### src/rtl/cpu_types_pkg.sv
package cpu_types_pkg;

  localparam int WORD_W = 32;
  localparam int REG_W  = 5;

  typedef logic [WORD_W-1:0] word_t;
  typedef logic [REG_W-1:0]  regbits_t;

  // reset pc and the stop word
  localparam word_t PC_INIT    = 32'h0000_0000;
  localparam word_t HALT_INSTR = 32'hffff_ffff;

  // funct3 codes for the alu group
  localparam logic [2:0] F3_ADDSUB = 3'b000;
  localparam logic [2:0] F3_SLL    = 3'b001;
  localparam logic [2:0] F3_SLT    = 3'b010;
  localparam logic [2:0] F3_SLTU   = 3'b011;
  localparam logic [2:0] F3_XOR    = 3'b100;
  localparam logic [2:0] F3_SR     = 3'b101;
  localparam logic [2:0] F3_OR     = 3'b110;
  localparam logic [2:0] F3_AND    = 3'b111;

  // funct7 pattern for sub and sra
  localparam logic [6:0] F7_ALT = 7'b0100000;

  typedef enum logic [6:0] {
    RTYPE  = 7'b0110011,
    ITYPE  = 7'b0010011,
    LOAD   = 7'b0000011,
    STORE  = 7'b0100011,
    BRANCH = 7'b1100011,
    JAL    = 7'b1101111,
    JALR   = 7'b1100111,
    LUI    = 7'b0110111,
    AUIPC  = 7'b0010111
  } opcode_t;

  typedef enum logic [2:0] {
    BEQ  = 3'b000,
    BNE  = 3'b001,
    BLT  = 3'b100,
    BGE  = 3'b101,
    BLTU = 3'b110,
    BGEU = 3'b111
  } funct3_b_t;

  typedef enum logic [3:0] {
    ALU_SLL,
    ALU_SRL,
    ALU_SRA,
    ALU_ADD,
    ALU_SUB,
    ALU_AND,
    ALU_OR,
    ALU_XOR,
    ALU_SLT,
    ALU_SLTU
  } aluop_t;

  typedef enum logic [2:0] {
    ALU,
    MEM,
    NPC,
    UIMM,
    PCUIMM
  } rd_sel_t;

  // one struct per encoding format, all 32 bits wide
  typedef struct packed {
    logic [6:0] funct7;
    regbits_t   rs2;
    regbits_t   rs1;
    logic [2:0] funct3;
    regbits_t   rd;
    opcode_t    opcode;
  } r_type_t;

  typedef struct packed {
    logic [11:0] imm;
    regbits_t    rs1;
    logic [2:0]  funct3;
    regbits_t    rd;
    opcode_t     opcode;
  } i_type_t;

  typedef struct packed {
    logic [6:0] imm_hi;
    regbits_t   rs2;
    regbits_t   rs1;
    logic [2:0] funct3;
    logic [4:0] imm_lo;
    opcode_t    opcode;
  } s_type_t;

  typedef struct packed {
    logic       imm12;
    logic [5:0] imm10_5;
    regbits_t   rs2;
    regbits_t   rs1;
    logic [2:0] funct3;
    logic [3:0] imm4_1;
    logic       imm11;
    opcode_t    opcode;
  } b_type_t;

  typedef struct packed {
    logic [19:0] imm;
    regbits_t    rd;
    opcode_t     opcode;
  } u_type_t;

  typedef struct packed {
    logic       imm20;
    logic [9:0] imm10_1;
    logic       imm11;
    logic [7:0] imm19_12;
    regbits_t   rd;
    opcode_t    opcode;
  } j_type_t;

  typedef union packed {
    r_type_t r;
    i_type_t i;
    s_type_t s;
    b_type_t b;
    u_type_t u;
    j_type_t j;
  } instr_t;

endpackage
### src/rtl/datapath.sv
`timescale 1ns/1ps

module datapath (
  input  logic                 CLK,
  input  logic                 nRST,
  input  cpu_types_pkg::word_t imemload,
  input  cpu_types_pkg::word_t dmemload,
  output cpu_types_pkg::word_t imemaddr,
  output cpu_types_pkg::word_t dmemaddr,
  output cpu_types_pkg::word_t dmemstore,
  output logic                 imemREN,
  output logic                 dmemREN,
  output logic                 dmemWEN,
  output logic                 halt
);
  import cpu_types_pkg::*;

  instr_t instr;
  word_t  instr_pc;
  word_t  target;
  logic   valid;
  logic   redirect;
  logic   flush;

  // pc goes straight out as the instruction address
  fetch_unit fetch_unit_i (
    .CLK      (CLK),
    .nRST     (nRST),
    .redirect (redirect),
    .target   (target),
    .halt     (halt),
    .pc       (imemaddr),
    .imemREN  (imemREN)
  );

  if_id if_id_i (
    .CLK      (CLK),
    .nRST     (nRST),
    .imemload (imemload),
    .pc       (imemaddr),
    .flush    (flush),
    .halt     (halt),
    .instr    (instr),
    .instr_pc (instr_pc),
    .valid    (valid)
  );

  execute_stage execute_stage_i (
    .CLK       (CLK),
    .nRST      (nRST),
    .instr     (instr),
    .instr_pc  (instr_pc),
    .valid     (valid),
    .dmemload  (dmemload),
    .dmemaddr  (dmemaddr),
    .dmemstore (dmemstore),
    .dmemREN   (dmemREN),
    .dmemWEN   (dmemWEN),
    .redirect  (redirect),
    .flush     (flush),
    .target    (target),
    .halt      (halt)
  );

endmodule

### src/rtl/execute_stage.sv
`timescale 1ns/1ps

module execute_stage (
  input  logic                  CLK,
  input  logic                  nRST,
  input  cpu_types_pkg::instr_t instr,
  input  cpu_types_pkg::word_t  instr_pc,
  input  logic                  valid,
  input  cpu_types_pkg::word_t  dmemload,
  output cpu_types_pkg::word_t  dmemaddr,
  output cpu_types_pkg::word_t  dmemstore,
  output logic                  dmemREN,
  output logic                  dmemWEN,
  output logic                  redirect,
  output logic                  flush,
  output cpu_types_pkg::word_t  target,
  output logic                  halt
);
  import cpu_types_pkg::*;

  aluop_t    alu_op;
  rd_sel_t   rd_sel;
  funct3_b_t cond;
  regbits_t  rs1;
  regbits_t  rs2;
  regbits_t  rd;
  word_t     imm;
  word_t     rdat1;
  word_t     rdat2;
  word_t     wdat;
  word_t     port_b;
  word_t     alu_out;
  logic      alu_src;
  logic      reg_wr;
  logic      d_ren;
  logic      d_wen;
  logic      branch;
  logic      jump;
  logic      jump_reg;
  logic      halt_op;
  logic      zero;
  logic      taken;

  assign rs1  = instr.r.rs1;
  assign rs2  = instr.r.rs2;
  assign rd   = instr.r.rd;
  assign cond = funct3_b_t'(instr.b.funct3);

  control_unit control_unit_i (
    .instr    (instr),
    .alu_op   (alu_op),
    .alu_src  (alu_src),
    .reg_wr   (reg_wr),
    .d_ren    (d_ren),
    .d_wen    (d_wen),
    .branch   (branch),
    .jump     (jump),
    .jump_reg (jump_reg),
    .halt_op  (halt_op),
    .rd_sel   (rd_sel),
    .imm      (imm)
  );

  register_file register_file_i (
    .CLK   (CLK),
    .nRST  (nRST),
    .wen   (valid & reg_wr),
    .wsel  (rd),
    .rsel1 (rs1),
    .rsel2 (rs2),
    .wdat  (wdat),
    .rdat1 (rdat1),
    .rdat2 (rdat2)
  );

  assign port_b = alu_src ? imm : rdat2;

  alu alu_i (
    .alu_op   (alu_op),
    .port_a   (rdat1),
    .port_b   (port_b),
    .port_out (alu_out),
    .zero     (zero)
  );

  // write-back source
  always_comb
  begin
    case (rd_sel)
      MEM:     wdat = dmemload;
      NPC:     wdat = instr_pc + 32'd4;
      UIMM:    wdat = imm;
      PCUIMM:  wdat = instr_pc + imm;
      default: wdat = alu_out;
    endcase
  end

  // branch outcome from the alu result
  always_comb
  begin
    case (cond)
      BEQ:         taken = zero;
      BNE:         taken = ~zero;
      BLT, BLTU:   taken = alu_out[0];
      BGE, BGEU:   taken = ~alu_out[0];
      default:     taken = 1'b0;
    endcase
  end

  // jalr drops bit 0 of the sum
  assign target = jump_reg ? {alu_out[31:1], 1'b0} : instr_pc + imm;

  assign redirect = valid & (jump | jump_reg | (branch & taken));
  // the slot behind a halt word is squashed as well
  assign flush    = redirect | (valid & halt_op);

  assign dmemaddr  = alu_out;
  assign dmemstore = rdat2;
  assign dmemREN   = valid & d_ren;
  assign dmemWEN   = valid & d_wen;

  // sticky once the halt word retires
  always_ff @(posedge CLK, negedge nRST)
  begin
    if (!nRST)
    begin
      halt <= 1'b0;
    end
    else
    begin
      halt <= halt | (valid & halt_op);
    end
  end

endmodule

### src/rtl/control_unit.sv
`timescale 1ns/1ps

module control_unit (
  input  cpu_types_pkg::instr_t  instr,
  output cpu_types_pkg::aluop_t  alu_op,
  output logic                   alu_src,
  output logic                   reg_wr,
  output logic                   d_ren,
  output logic                   d_wen,
  output logic                   branch,
  output logic                   jump,
  output logic                   jump_reg,
  output logic                   halt_op,
  output cpu_types_pkg::rd_sel_t rd_sel,
  output cpu_types_pkg::word_t   imm
);
  import cpu_types_pkg::*;

  // shared by R and I formats; addi never becomes sub
  function automatic aluop_t alu_decode(
    input logic [2:0] f3,
    input logic       alt,
    input logic       sub_ok
  );
    aluop_t op;
    case (f3)
      F3_ADDSUB: op = (alt && sub_ok) ? ALU_SUB : ALU_ADD;
      F3_SLL:    op = ALU_SLL;
      F3_SLT:    op = ALU_SLT;
      F3_SLTU:   op = ALU_SLTU;
      F3_XOR:    op = ALU_XOR;
      F3_SR:     op = alt ? ALU_SRA : ALU_SRL;
      F3_OR:     op = ALU_OR;
      default:   op = ALU_AND;
    endcase
    return op;
  endfunction

  logic alt;

  assign alt     = (instr.r.funct7 == F7_ALT);
  assign halt_op = (instr == HALT_INSTR);

  always_comb
  begin
    alu_op   = ALU_ADD;
    alu_src  = 1'b0;
    reg_wr   = 1'b0;
    d_ren    = 1'b0;
    d_wen    = 1'b0;
    branch   = 1'b0;
    jump     = 1'b0;
    jump_reg = 1'b0;
    rd_sel   = ALU;
    imm      = {{20{instr.i.imm[11]}}, instr.i.imm};

    case (instr.r.opcode)
      RTYPE:
      begin
        alu_op = alu_decode(instr.r.funct3, alt, 1'b1);
        reg_wr = 1'b1;
      end
      ITYPE:
      begin
        alu_op  = alu_decode(instr.i.funct3, alt, 1'b0);
        alu_src = 1'b1;
        reg_wr  = 1'b1;
      end
      LOAD:
      begin
        alu_src = 1'b1;
        reg_wr  = 1'b1;
        d_ren   = 1'b1;
        rd_sel  = MEM;
      end
      STORE:
      begin
        alu_src = 1'b1;
        d_wen   = 1'b1;
        imm     = {{20{instr.s.imm_hi[6]}}, instr.s.imm_hi, instr.s.imm_lo};
      end
      BRANCH:
      begin
        branch = 1'b1;
        imm    = {{19{instr.b.imm12}}, instr.b.imm12, instr.b.imm11,
                  instr.b.imm10_5, instr.b.imm4_1, 1'b0};
        // equality by subtraction, ordering by set-less-than
        case (instr.b.funct3[2:1])
          2'b10:   alu_op = ALU_SLT;
          2'b11:   alu_op = ALU_SLTU;
          default: alu_op = ALU_SUB;
        endcase
      end
      JAL:
      begin
        jump   = 1'b1;
        reg_wr = 1'b1;
        rd_sel = NPC;
        imm    = {{11{instr.j.imm20}}, instr.j.imm20, instr.j.imm19_12,
                  instr.j.imm11, instr.j.imm10_1, 1'b0};
      end
      JALR:
      begin
        jump_reg = 1'b1;
        alu_src  = 1'b1;
        reg_wr   = 1'b1;
        rd_sel   = NPC;
      end
      LUI:
      begin
        reg_wr = 1'b1;
        rd_sel = UIMM;
        imm    = {instr.u.imm, 12'd0};
      end
      AUIPC:
      begin
        reg_wr = 1'b1;
        rd_sel = PCUIMM;
        imm    = {instr.u.imm, 12'd0};
      end
      default:
      begin
        // halt word and unknown opcodes do nothing
        alu_op = ALU_ADD;
      end
    endcase
  end

endmodule

### src/rtl/alu.sv
`timescale 1ns/1ps

module alu (
  input  cpu_types_pkg::aluop_t alu_op,
  input  cpu_types_pkg::word_t  port_a,
  input  cpu_types_pkg::word_t  port_b,
  output cpu_types_pkg::word_t  port_out,
  output logic                  zero
);
  import cpu_types_pkg::*;

  logic [4:0] shamt;

  // shifts only look at the low five bits
  assign shamt = port_b[4:0];

  always_comb
  begin
    case (alu_op)
      ALU_SLL:
      begin
        port_out = port_a << shamt;
      end
      ALU_SRL:
      begin
        port_out = port_a >> shamt;
      end
      ALU_SRA:
      begin
        port_out = word_t'($signed(port_a) >>> shamt);
      end
      ALU_SUB:
      begin
        port_out = port_a - port_b;
      end
      ALU_AND:
      begin
        port_out = port_a & port_b;
      end
      ALU_OR:
      begin
        port_out = port_a | port_b;
      end
      ALU_XOR:
      begin
        port_out = port_a ^ port_b;
      end
      ALU_SLT:
      begin
        port_out = {31'd0, $signed(port_a) < $signed(port_b)};
      end
      ALU_SLTU:
      begin
        port_out = {31'd0, port_a < port_b};
      end
      default:
      begin
        port_out = port_a + port_b;
      end
    endcase
  end

  assign zero = (port_out == '0);

endmodule

### src/rtl/register_file.sv
`timescale 1ns/1ps

module register_file (
  input  logic                    CLK,
  input  logic                    nRST,
  input  logic                    wen,
  input  cpu_types_pkg::regbits_t wsel,
  input  cpu_types_pkg::regbits_t rsel1,
  input  cpu_types_pkg::regbits_t rsel2,
  input  cpu_types_pkg::word_t    wdat,
  output cpu_types_pkg::word_t    rdat1,
  output cpu_types_pkg::word_t    rdat2
);
  import cpu_types_pkg::*;

  word_t regs [32];

  always_ff @(posedge CLK, negedge nRST)
  begin
    if (!nRST)
    begin
      for (int i = 0; i < 32; i++)
      begin
        regs[i] <= '0;
      end
    end
    else if (wen && (wsel != 5'd0))
    begin
      // x0 never takes a write
      regs[wsel] <= wdat;
    end
  end

  assign rdat1 = regs[rsel1];
  assign rdat2 = regs[rsel2];

endmodule

### src/rtl/if_id.sv
`timescale 1ns/1ps

module if_id (
  input  logic                  CLK,
  input  logic                  nRST,
  input  cpu_types_pkg::word_t  imemload,
  input  cpu_types_pkg::word_t  pc,
  input  logic                  flush,
  input  logic                  halt,
  output cpu_types_pkg::instr_t instr,
  output cpu_types_pkg::word_t  instr_pc,
  output logic                  valid
);
  import cpu_types_pkg::*;

  // slot state and the address of the held word
  always_ff @(posedge CLK, negedge nRST)
  begin
    if (!nRST)
    begin
      valid    <= 1'b0;
      instr_pc <= PC_INIT;
    end
    else
    begin
      // flush or halt turns the slot into a bubble
      valid    <= ~(flush | halt);
      instr_pc <= pc;
    end
  end

  // fetched word, only meaningful while valid
  always_ff @(posedge CLK)
  begin
    instr <= instr_t'(imemload);
  end

endmodule

### src/rtl/fetch_unit.sv
`timescale 1ns/1ps

module fetch_unit (
  input  logic                 CLK,
  input  logic                 nRST,
  input  logic                 redirect,
  input  cpu_types_pkg::word_t target,
  input  logic                 halt,
  output cpu_types_pkg::word_t pc,
  output logic                 imemREN
);
  import cpu_types_pkg::*;

  word_t next_pc;

  // halt wins, then a taken transfer, then the next word
  always_comb
  begin
    if (halt)
    begin
      next_pc = pc;
    end
    else if (redirect)
    begin
      next_pc = target;
    end
    else
    begin
      next_pc = pc + 32'd4;
    end
  end

  always_ff @(posedge CLK, negedge nRST)
  begin
    if (!nRST)
    begin
      pc <= PC_INIT;
    end
    else
    begin
      pc <= next_pc;
    end
  end

  // no more fetches once stopped
  assign imemREN = ~halt;

endmodule

### config.mk
export PLATFORM = sky130hd
export DESIGN_NAME = datapath
export DESIGN_NICKNAME = d
export VERILOG_FILES = /design/src/rtl/cpu_types_pkg.sv /design/src/rtl/datapath.sv /design/src/rtl/execute_stage.sv /design/src/rtl/control_unit.sv /design/src/rtl/alu.sv /design/src/rtl/register_file.sv /design/src/rtl/if_id.sv /design/src/rtl/fetch_unit.sv
export SDC_FILE = /design/constraint.sdc
export NUM_CORES = 2
export LEC_CHECK = 0
export BUFFER_PORTS_ARGS = -buffer_cell sky130_fd_sc_hd__buf_2
export CORE_ASPECT_RATIO = 1.75
export CORE_MARGIN = 5
export CORE_UTILIZATION = 30
export DETAILED_ROUTE_END_ITERATION = 7
export PLACE_DENSITY = 0.49
export SLEW_MARGIN = 15
export SYNTH_ARGS = -nofsm -noshare
export SYNTH_HDL_FRONTEND = slang
export SYNTH_SLANG_ARGS = --single-unit
### constraint.sdc
create_clock -name CLK -period 10.55 [get_ports CLK]
set_input_delay 0.5275 -clock CLK [delete_from_list [all_inputs] [get_ports CLK]]
set_output_delay 0.5275 -clock CLK [all_outputs]
set_load 0.05 [all_outputs]
; ---- Word level (Yosys, flattened, before mapping)
; Index checks and enable logic that the tools add are counted.
[word_totals]
reg_bits = 1122
inputBits = 66
elab_cells = 146
[classes]
add_sub_neg = 5
n_lt_le_gt_ge = 6
eq_ne = 32
shift = 3
n_mux = 30
bitwise_logic = 21
reduce_logical = 12
[ops]
columns = cell, n
row1 = bitwise mux 1024 bit, 1
row2 = binary-select mux 32 bit (select 5 bit), 2
row3 = one-hot mux 32 bit (9 select lines), 1
row4 = 2-to-1 mux 32 bit, 8
row5 = demux 32 bit (select 5 bit), 1
row6 = one-hot mux 32 bit (4 select lines), 1
row7 = one-hot mux 31 bit (4 select lines), 1
row8 = "adder 32 x 3 -> 32 bit, second input constant", 2
row9 = adder 32 bit, 2
row10 = < comparator 32 bit, 2
row11 = one-hot mux 4 bit (7 select lines), 2
row12 = AND 32 bit, 1
row13 = "equality test 32 bit, second input constant", 1
row14 = logical NOT 32 bit, 1
row15 = bitwise OR 32 bit, 1
row16 = << shifter 32 x 5 -> 32 bit, 1
row17 = right shift 32 x 5 -> 32 bit, 1
row18 = >>> shifter 32 x 5 -> 32 bit, 1
row19 = subtractor 32 bit, 1
row20 = bitwise XOR 32 bit, 1
row21 = "equality test 7 x 6 -> 1 bit, second input constant", 4
row22 = "equality test 7 bit, second input constant", 3
row23 = "greater-or-equal comparator 6 bit, second input constant", 3
row24 = NOT 5 -> 6 bit, 3
row25 = other kinds (28), 64

; ---- Logic depth before layout (Yosys ltp)
[logic_depth]
ltp_word = 16
ltp_mapped = 34

; ---- By module
; Synthesis repeated with hierarchy kept, for this count alone.
[unflattened]
cells_unflattened = 7194
area_unflattened_um2 = 75352.3
[by_module_without_submodules]
columns = module, instances, cells_per_inst, area_per_inst_um2, seq_area_each_um2
row1 = register_file, 1, 4601, 55942.4, 25624.6
row2 = alu, 1, 1504, 10495.1, 0.0
row3 = execute_stage, 1, 676, 4687.0, 25.0
row4 = fetch_unit, 1, 240, 2034.5, 800.8
row5 = if_id, 1, 66, 1470.2, 1466.4
row6 = control_unit, 1, 107, 723.2, 0.0

; ---- Worst setup path before layout
; Ideal clock, no wire load.
[synth_timing]
path_type = flip-flop to flip-flop
start = register if_id_i.instr[20] in the netlist's numbering
end = register fetch_unit_i.pc[2]
setup_ps = 171
arrival_time_ps = 9357
required_time_ps = 10379
setup_slack_ps = 1022
path_stages_with_launch = 33
path_buffers = 8
cell_sequence = dfxtp_1 > buf_2 > buf_4 > buf_6 > buf_6 > clkbuf_1 > clkbuf_1 > buf_1 > mux4_2 > mux4_2 > mux2_2 > o21ai_0 > inv_1 > ha_1 > nor2b_1 > o211ai_1 > nand2_1 > a2111oi_0 > a21oi_1 > o31ai_1 > o311ai_0 > a211o_1 > o211ai_1 > a32o_1 > o211ai_1 > or4_1 > or4b_4 > nor4b_2 > o21a_2 > nand2_4 > buf_6 > a2111oi_4 > a311oi_1
[synth_via]
elab_chain_len = 14
elab_cells_between_ends = 27
cone_classes = add/sub (3) / order compare (2) / shift (3) / mux (9) / bitwise (9) / reduce/logical (1)
[synth_lines]
columns = element, line
row1 = "start, declared", if_id.sv:10  ; output cpu_types_pkg::instr_t instr,
row2 = "start signal, assigned", if_id.sv:35  ; instr <= instr_t'(imemload);
row3 = NOT 5 -> 6 bit (not written as such) *, register_file.sv:35  ; assign rdat2 = regs[rsel2];
row4 = binary-select mux 32 bit (select 5 bit) *, register_file.sv:35
row5 = 2-to-1 mux 32 bit (not written as such) * (2 in a row), register_file.sv:35
row6 = named net dmemstore[16], datapath.sv:10  ; output cpu_types_pkg::word_t dmemstore,
row7 = 2-to-1 mux 32 bit *, execute_stage.sv:76  ; assign port_b = alu_src ? imm : rdat2;
row8 = adder 32 bit / subtractor 32 bit (equally long branches), "alu.sv:58, alu.sv:34"
row9 = one-hot mux 32 bit (9 select lines) *, alu.sv:19  ; case (alu_op)
row10 = named net dmemaddr[29], datapath.sv:9  ; output cpu_types_pkg::word_t dmemaddr,
row11 = logical NOT 32 bit *, alu.sv:63  ; assign zero = (port_out == '0);
row12 = NOT 1 bit, execute_stage.sv:103  ; BNE: taken = ~zero;
row13 = one-hot mux 1 bit (4 select lines) *, execute_stage.sv:101  ; case (cond)
row14 = AND 1 bit *, execute_stage.sv:113  ; assign redirect = valid & (jump | jump_reg | (branch & taken));
row15 = bitwise OR 1 bit *, execute_stage.sv:113
row16 = AND 1 bit *, execute_stage.sv:113
row17 = 2-to-1 mux 32 bit *, fetch_unit.sv:23  ; else if (redirect)
row18 = "end signal, assigned", fetch_unit.sv:41  ; pc <= next_pc;
row19 = "end, declared", fetch_unit.sv:9  ; output cpu_types_pkg::word_t pc,
; The timed path passes the listed nets; every way through them passes the cells marked *. The select of a mux whose other input is x is not followed.
; A chain may end at the register's enable or synchronous reset.

; ---- Worst setup path after layout
[layout_timing]
start = register if_id_i.instr[21] in the netlist's numbering
end = register fetch_unit_i.pc[1]
[layout_via]
elab_chain_len = 14
elab_cells_between_ends = 27
cone_classes = add/sub (3) / order compare (2) / shift (3) / mux (9) / bitwise (9) / reduce/logical (1)
[layout_lines]
columns = element, line
row1 = NOT 5 -> 6 bit (not written as such), register_file.sv:35
row2 = binary-select mux 32 bit (select 5 bit), register_file.sv:35
row3 = 2-to-1 mux 32 bit (not written as such) (2 in a row), register_file.sv:35
row4 = 2-to-1 mux 32 bit, execute_stage.sv:76
row5 = adder 32 bit (tied with other cells), alu.sv:58  ; port_out = port_a + port_b;
row6 = one-hot mux 32 bit (9 select lines), alu.sv:19
row7 = logical NOT 32 bit, alu.sv:63
row8 = NOT 1 bit, execute_stage.sv:103
row9 = one-hot mux 1 bit (4 select lines), execute_stage.sv:101
row10 = AND 1 bit, execute_stage.sv:113
row11 = bitwise OR 1 bit, execute_stage.sv:113
row12 = AND 1 bit, execute_stage.sv:113
row13 = 2-to-1 mux 32 bit *, fetch_unit.sv:23
; Mark *: on every way between the ends. The rest lies on a longest branch, timed or not. The select of a mux whose other input is x is not followed.

==> impl_metrics.csv <==
group,metric,value,unit
finish,syn2layout_area_growth,13.5,%
critical_path,slowest_stage,"o41ai_1",
synthesis,ys_types,105,
timing,hold_viol,0,
finish,nFillCells,23700,
synthesis,yosys_warnings,0,
clocking,cts_num_sinks,1122,
die,start_util,0.301,
routing,via_count,61700,
timing,slew_headroom,0.0321,
critical_path,cp-start-kind,"register",
clocking,htree_levels,3,
critical_path,crit_arrival,10.82,ns
synthesis,synth_common_cells,"nand2_1 (1512), dfrtp_1 (1090), o21ai_0 (718)",
clocking,cts-buffers-inserted,107,
timing,tns,0,ns
global_routing,grt_pass1_wl,498000,um
die,fp.coreArea,0.232,sq mm
synthesis,synth_cells,7119,
timing,setup_violations,0,
die,rows,234,
global_routing,grt_usage,0.287,
die,die_y,648,um
routing,drcViolationCount,0,
clocking,clk-insertion-delay-late,0.75,ns
die,die_w,375,um
routing,ant_nets,0,
routing,routedWlPerCell,34.8,um
finish,post-route-cell-area,0.0792,sq mm
synthesis,synth.most_common_cell,"nand2_1",
synthesis,syn-num-nets,7318,
timing,tightest_slew,1.44,ns
synthesis,synthArstFlopShare,0.971,
global_routing,overflow,0,
job,drv_cap,0,
power_and_ir_drop,max-vdd-ir-drop,139,uV
placed_design,dpl_cell_area,0.0747,sq mm
synthesis,synthTopCellsByArea,"dfrtp_1 (39%), mux4_2 (14%), nand2_1 (8.1%)",
timing,fin_skew,0.0408,ns
routing,vias_per_cell,6.02,
finish,fin_nets,7263,
clocking,clockBufferDepth,3,
synthesis,syn_avg_cell_area,9.80,sq um
critical_path,max_stage_delay,1.16,ns
synthesis,yosysTopAreaCell,"dfrtp_1",
global_routing,grt_max_degree,156,
routing,first_pass_iters,8,
timing,fin_crit,10.21,ns
synthesis,synth_seq_cells,1122,
die,die-area,0.243,sq mm
clocking,root_buffer,"clkbuf_16",
timing,period_share,0.967,
clocking,cts.clk_slew.worst_paths,0.07,ns
placed_design,gp_congestion,1.05,
critical_path,cp.required,11.17,ns
critical_path,worstSetupPathType,"reg2reg",
placed_design,port_buffers,165,
critical_path,worstPathMaxFanout,55,
clocking,cts_tree,"yes",
power_and_ir_drop,leakagePower,32.8,nW
synthesis,seq_area_frac_synth,0.400,
timing,rsz0062_at_grt,"false",
synthesis,synth_top_area_share,0.391,
critical_path,critPathCaptureType,"register",
worst_hold_path,hold_class,"in2async",
global_routing,antenna_found_initial,34,
placed_design,post-dp-hpwl,251000,um
timing,slew_violations,0,
timing,max_clock_freq,98.0,MHz
routing,drt_first_iter_violations,6393,
routing,routed_wl,357000,um
synthesis,syn-cell-area,0.0698,sq mm
synthesis,synth_edf_count,0,
status,status,"complete, no violations",
synthesis,ys.flop_type,"dfrtp_1",
die,io_pins,166,
finish,drive_above_1_share,0.203,
power_and_ir_drop,power_density,180,mW/mm^2
global_routing,grt_pass1_vias,61800,
## stage by stage
stage	hold WS [ns]	setup WS [ns]	instances	power (W)	util
6_report	0.374	0.345	10300	0.0142	0.341
5_1_grt	0.410	0.287	10200	0.0147	0.341
4_1_cts	0.364	0.842	10200	0.0142	0.341
3_5_place_dp	0.388	0.909	9985	0.00974	0.322
3_3_place_gp	0.381	1.02	9983	0.00973	0.322
2_1_floorplan	0.232	1.02	7119	0.00777	-
## placed cells by master, fill, tap and decap left out, drive strengths merged, types with 37 or more instances in the layout
cell	netlist	layout
mux2i	336	336
or2	37	37
dfrtp	1090	1090
nor3	125	125
a21oi	249	249
and3	50	50
nand3	141	141
mux4	440	440
o31ai	52	52
buf	144	462
mux2	172	172
a31oi	68	68
a22oi	139	139
a211oi	41	41
inv	115	121
nor2	248	248
a221oi	48	48
a22o	49	49
xnor2	53	53
a21o	51	51
o21ai	727	727
ha	130	130
nand2	1513	1513
clkbuf	516	144
o22ai	38	38
## routing by layer
layer	GRT usage	share of wire	up-vias
met1	0.304	0.34	31300
met4	0.251	0.11	16
met5	0	0.00031	-
li1	-	-	25900
met2	0.478	0.48	3242
met3	0.0704	0.074	1271
## logic make-up after synthesis
family,synth area share
buf+inv,0.0458
fa+ha+maj,0.0242
compound gates,0.158
simple gates,0.144
xor+xnor,0.00967
mux,0.218
flops,0.400
## sequential cells by signal, summed over array words and instances, names as in the netlist
signal	cells
if_id_i.instr	32
fetch_unit_i.pc	32
execute_stage_i.register_file_i.regs	1024
if_id_i.instr_pc	32
if_id_i.valid	1
execute_stage_i.halt	1
## report_power, final
part | switching, W | total (W) | internal [W]
Sequential | 0.000507 | 0.00519 | 0.00468
Combinational | 0.00319 | 0.00463 | 0.00144
Clock | 0.00193 | 0.00442 | 0.00249
## final cells by class
cell class,count,area [sq um],share of cell area
Tap cell,3068,3840,0.0485
Sequential cell,1122,27900,0.353
Clock buffer,143,3030,0.0383
Antenna cell,27,67.6,0.000854
Clock inverter,57,923,0.0117
Timing Repair Buffer,496,3650,0.0461
Multi-Input combinational cell,5222,39300,0.496
Inverter,115,432,0.00545
## critical path: cells and delay by family, from the launching register on
kind,cells,cell delay (ns)
AO/OA/AOI/OAI,11,4.15
AND/OR/NAND/NOR,8,2.46
buffers and inverters,5,1.08
flip-flops,1,1.01
adder cells (fa/ha/maj),2,0.73
multiplexers,2,0.55
## worst paths after layout
check / from / to / slack [ns] / cells after the start
max: if_id_i.instr[21] / fetch_unit_i.pc[1] / 0.34 / 28
min: nRST / execute_stage_i.register_file_i.regs[296] / 0.37 / 2
max reg2reg: if_id_i.instr[21] / fetch_unit_i.pc[1] / 0.34 / 28
min reg2reg: execute_stage_i.register_file_i.regs[995] / execute_stage_i.register_file_i.regs[995] / 0.40 / 0
max in group asynchronous: nRST / execute_stage_i.register_file_i.regs[724] / 7.56 / 5
min in group CLK: execute_stage_i.register_file_i.regs[995] / execute_stage_i.register_file_i.regs[995] / 0.40 / 0
## repair_timing
action | 4_1_cts | 5_1_grt
setup buffers | 0 | 0
hold endpoints to repair | 111 | 0
hold buffers | 33 | 0
gates resized for setup | 0 | 0
Note: power is estimated with default switching activity, not from simulation.
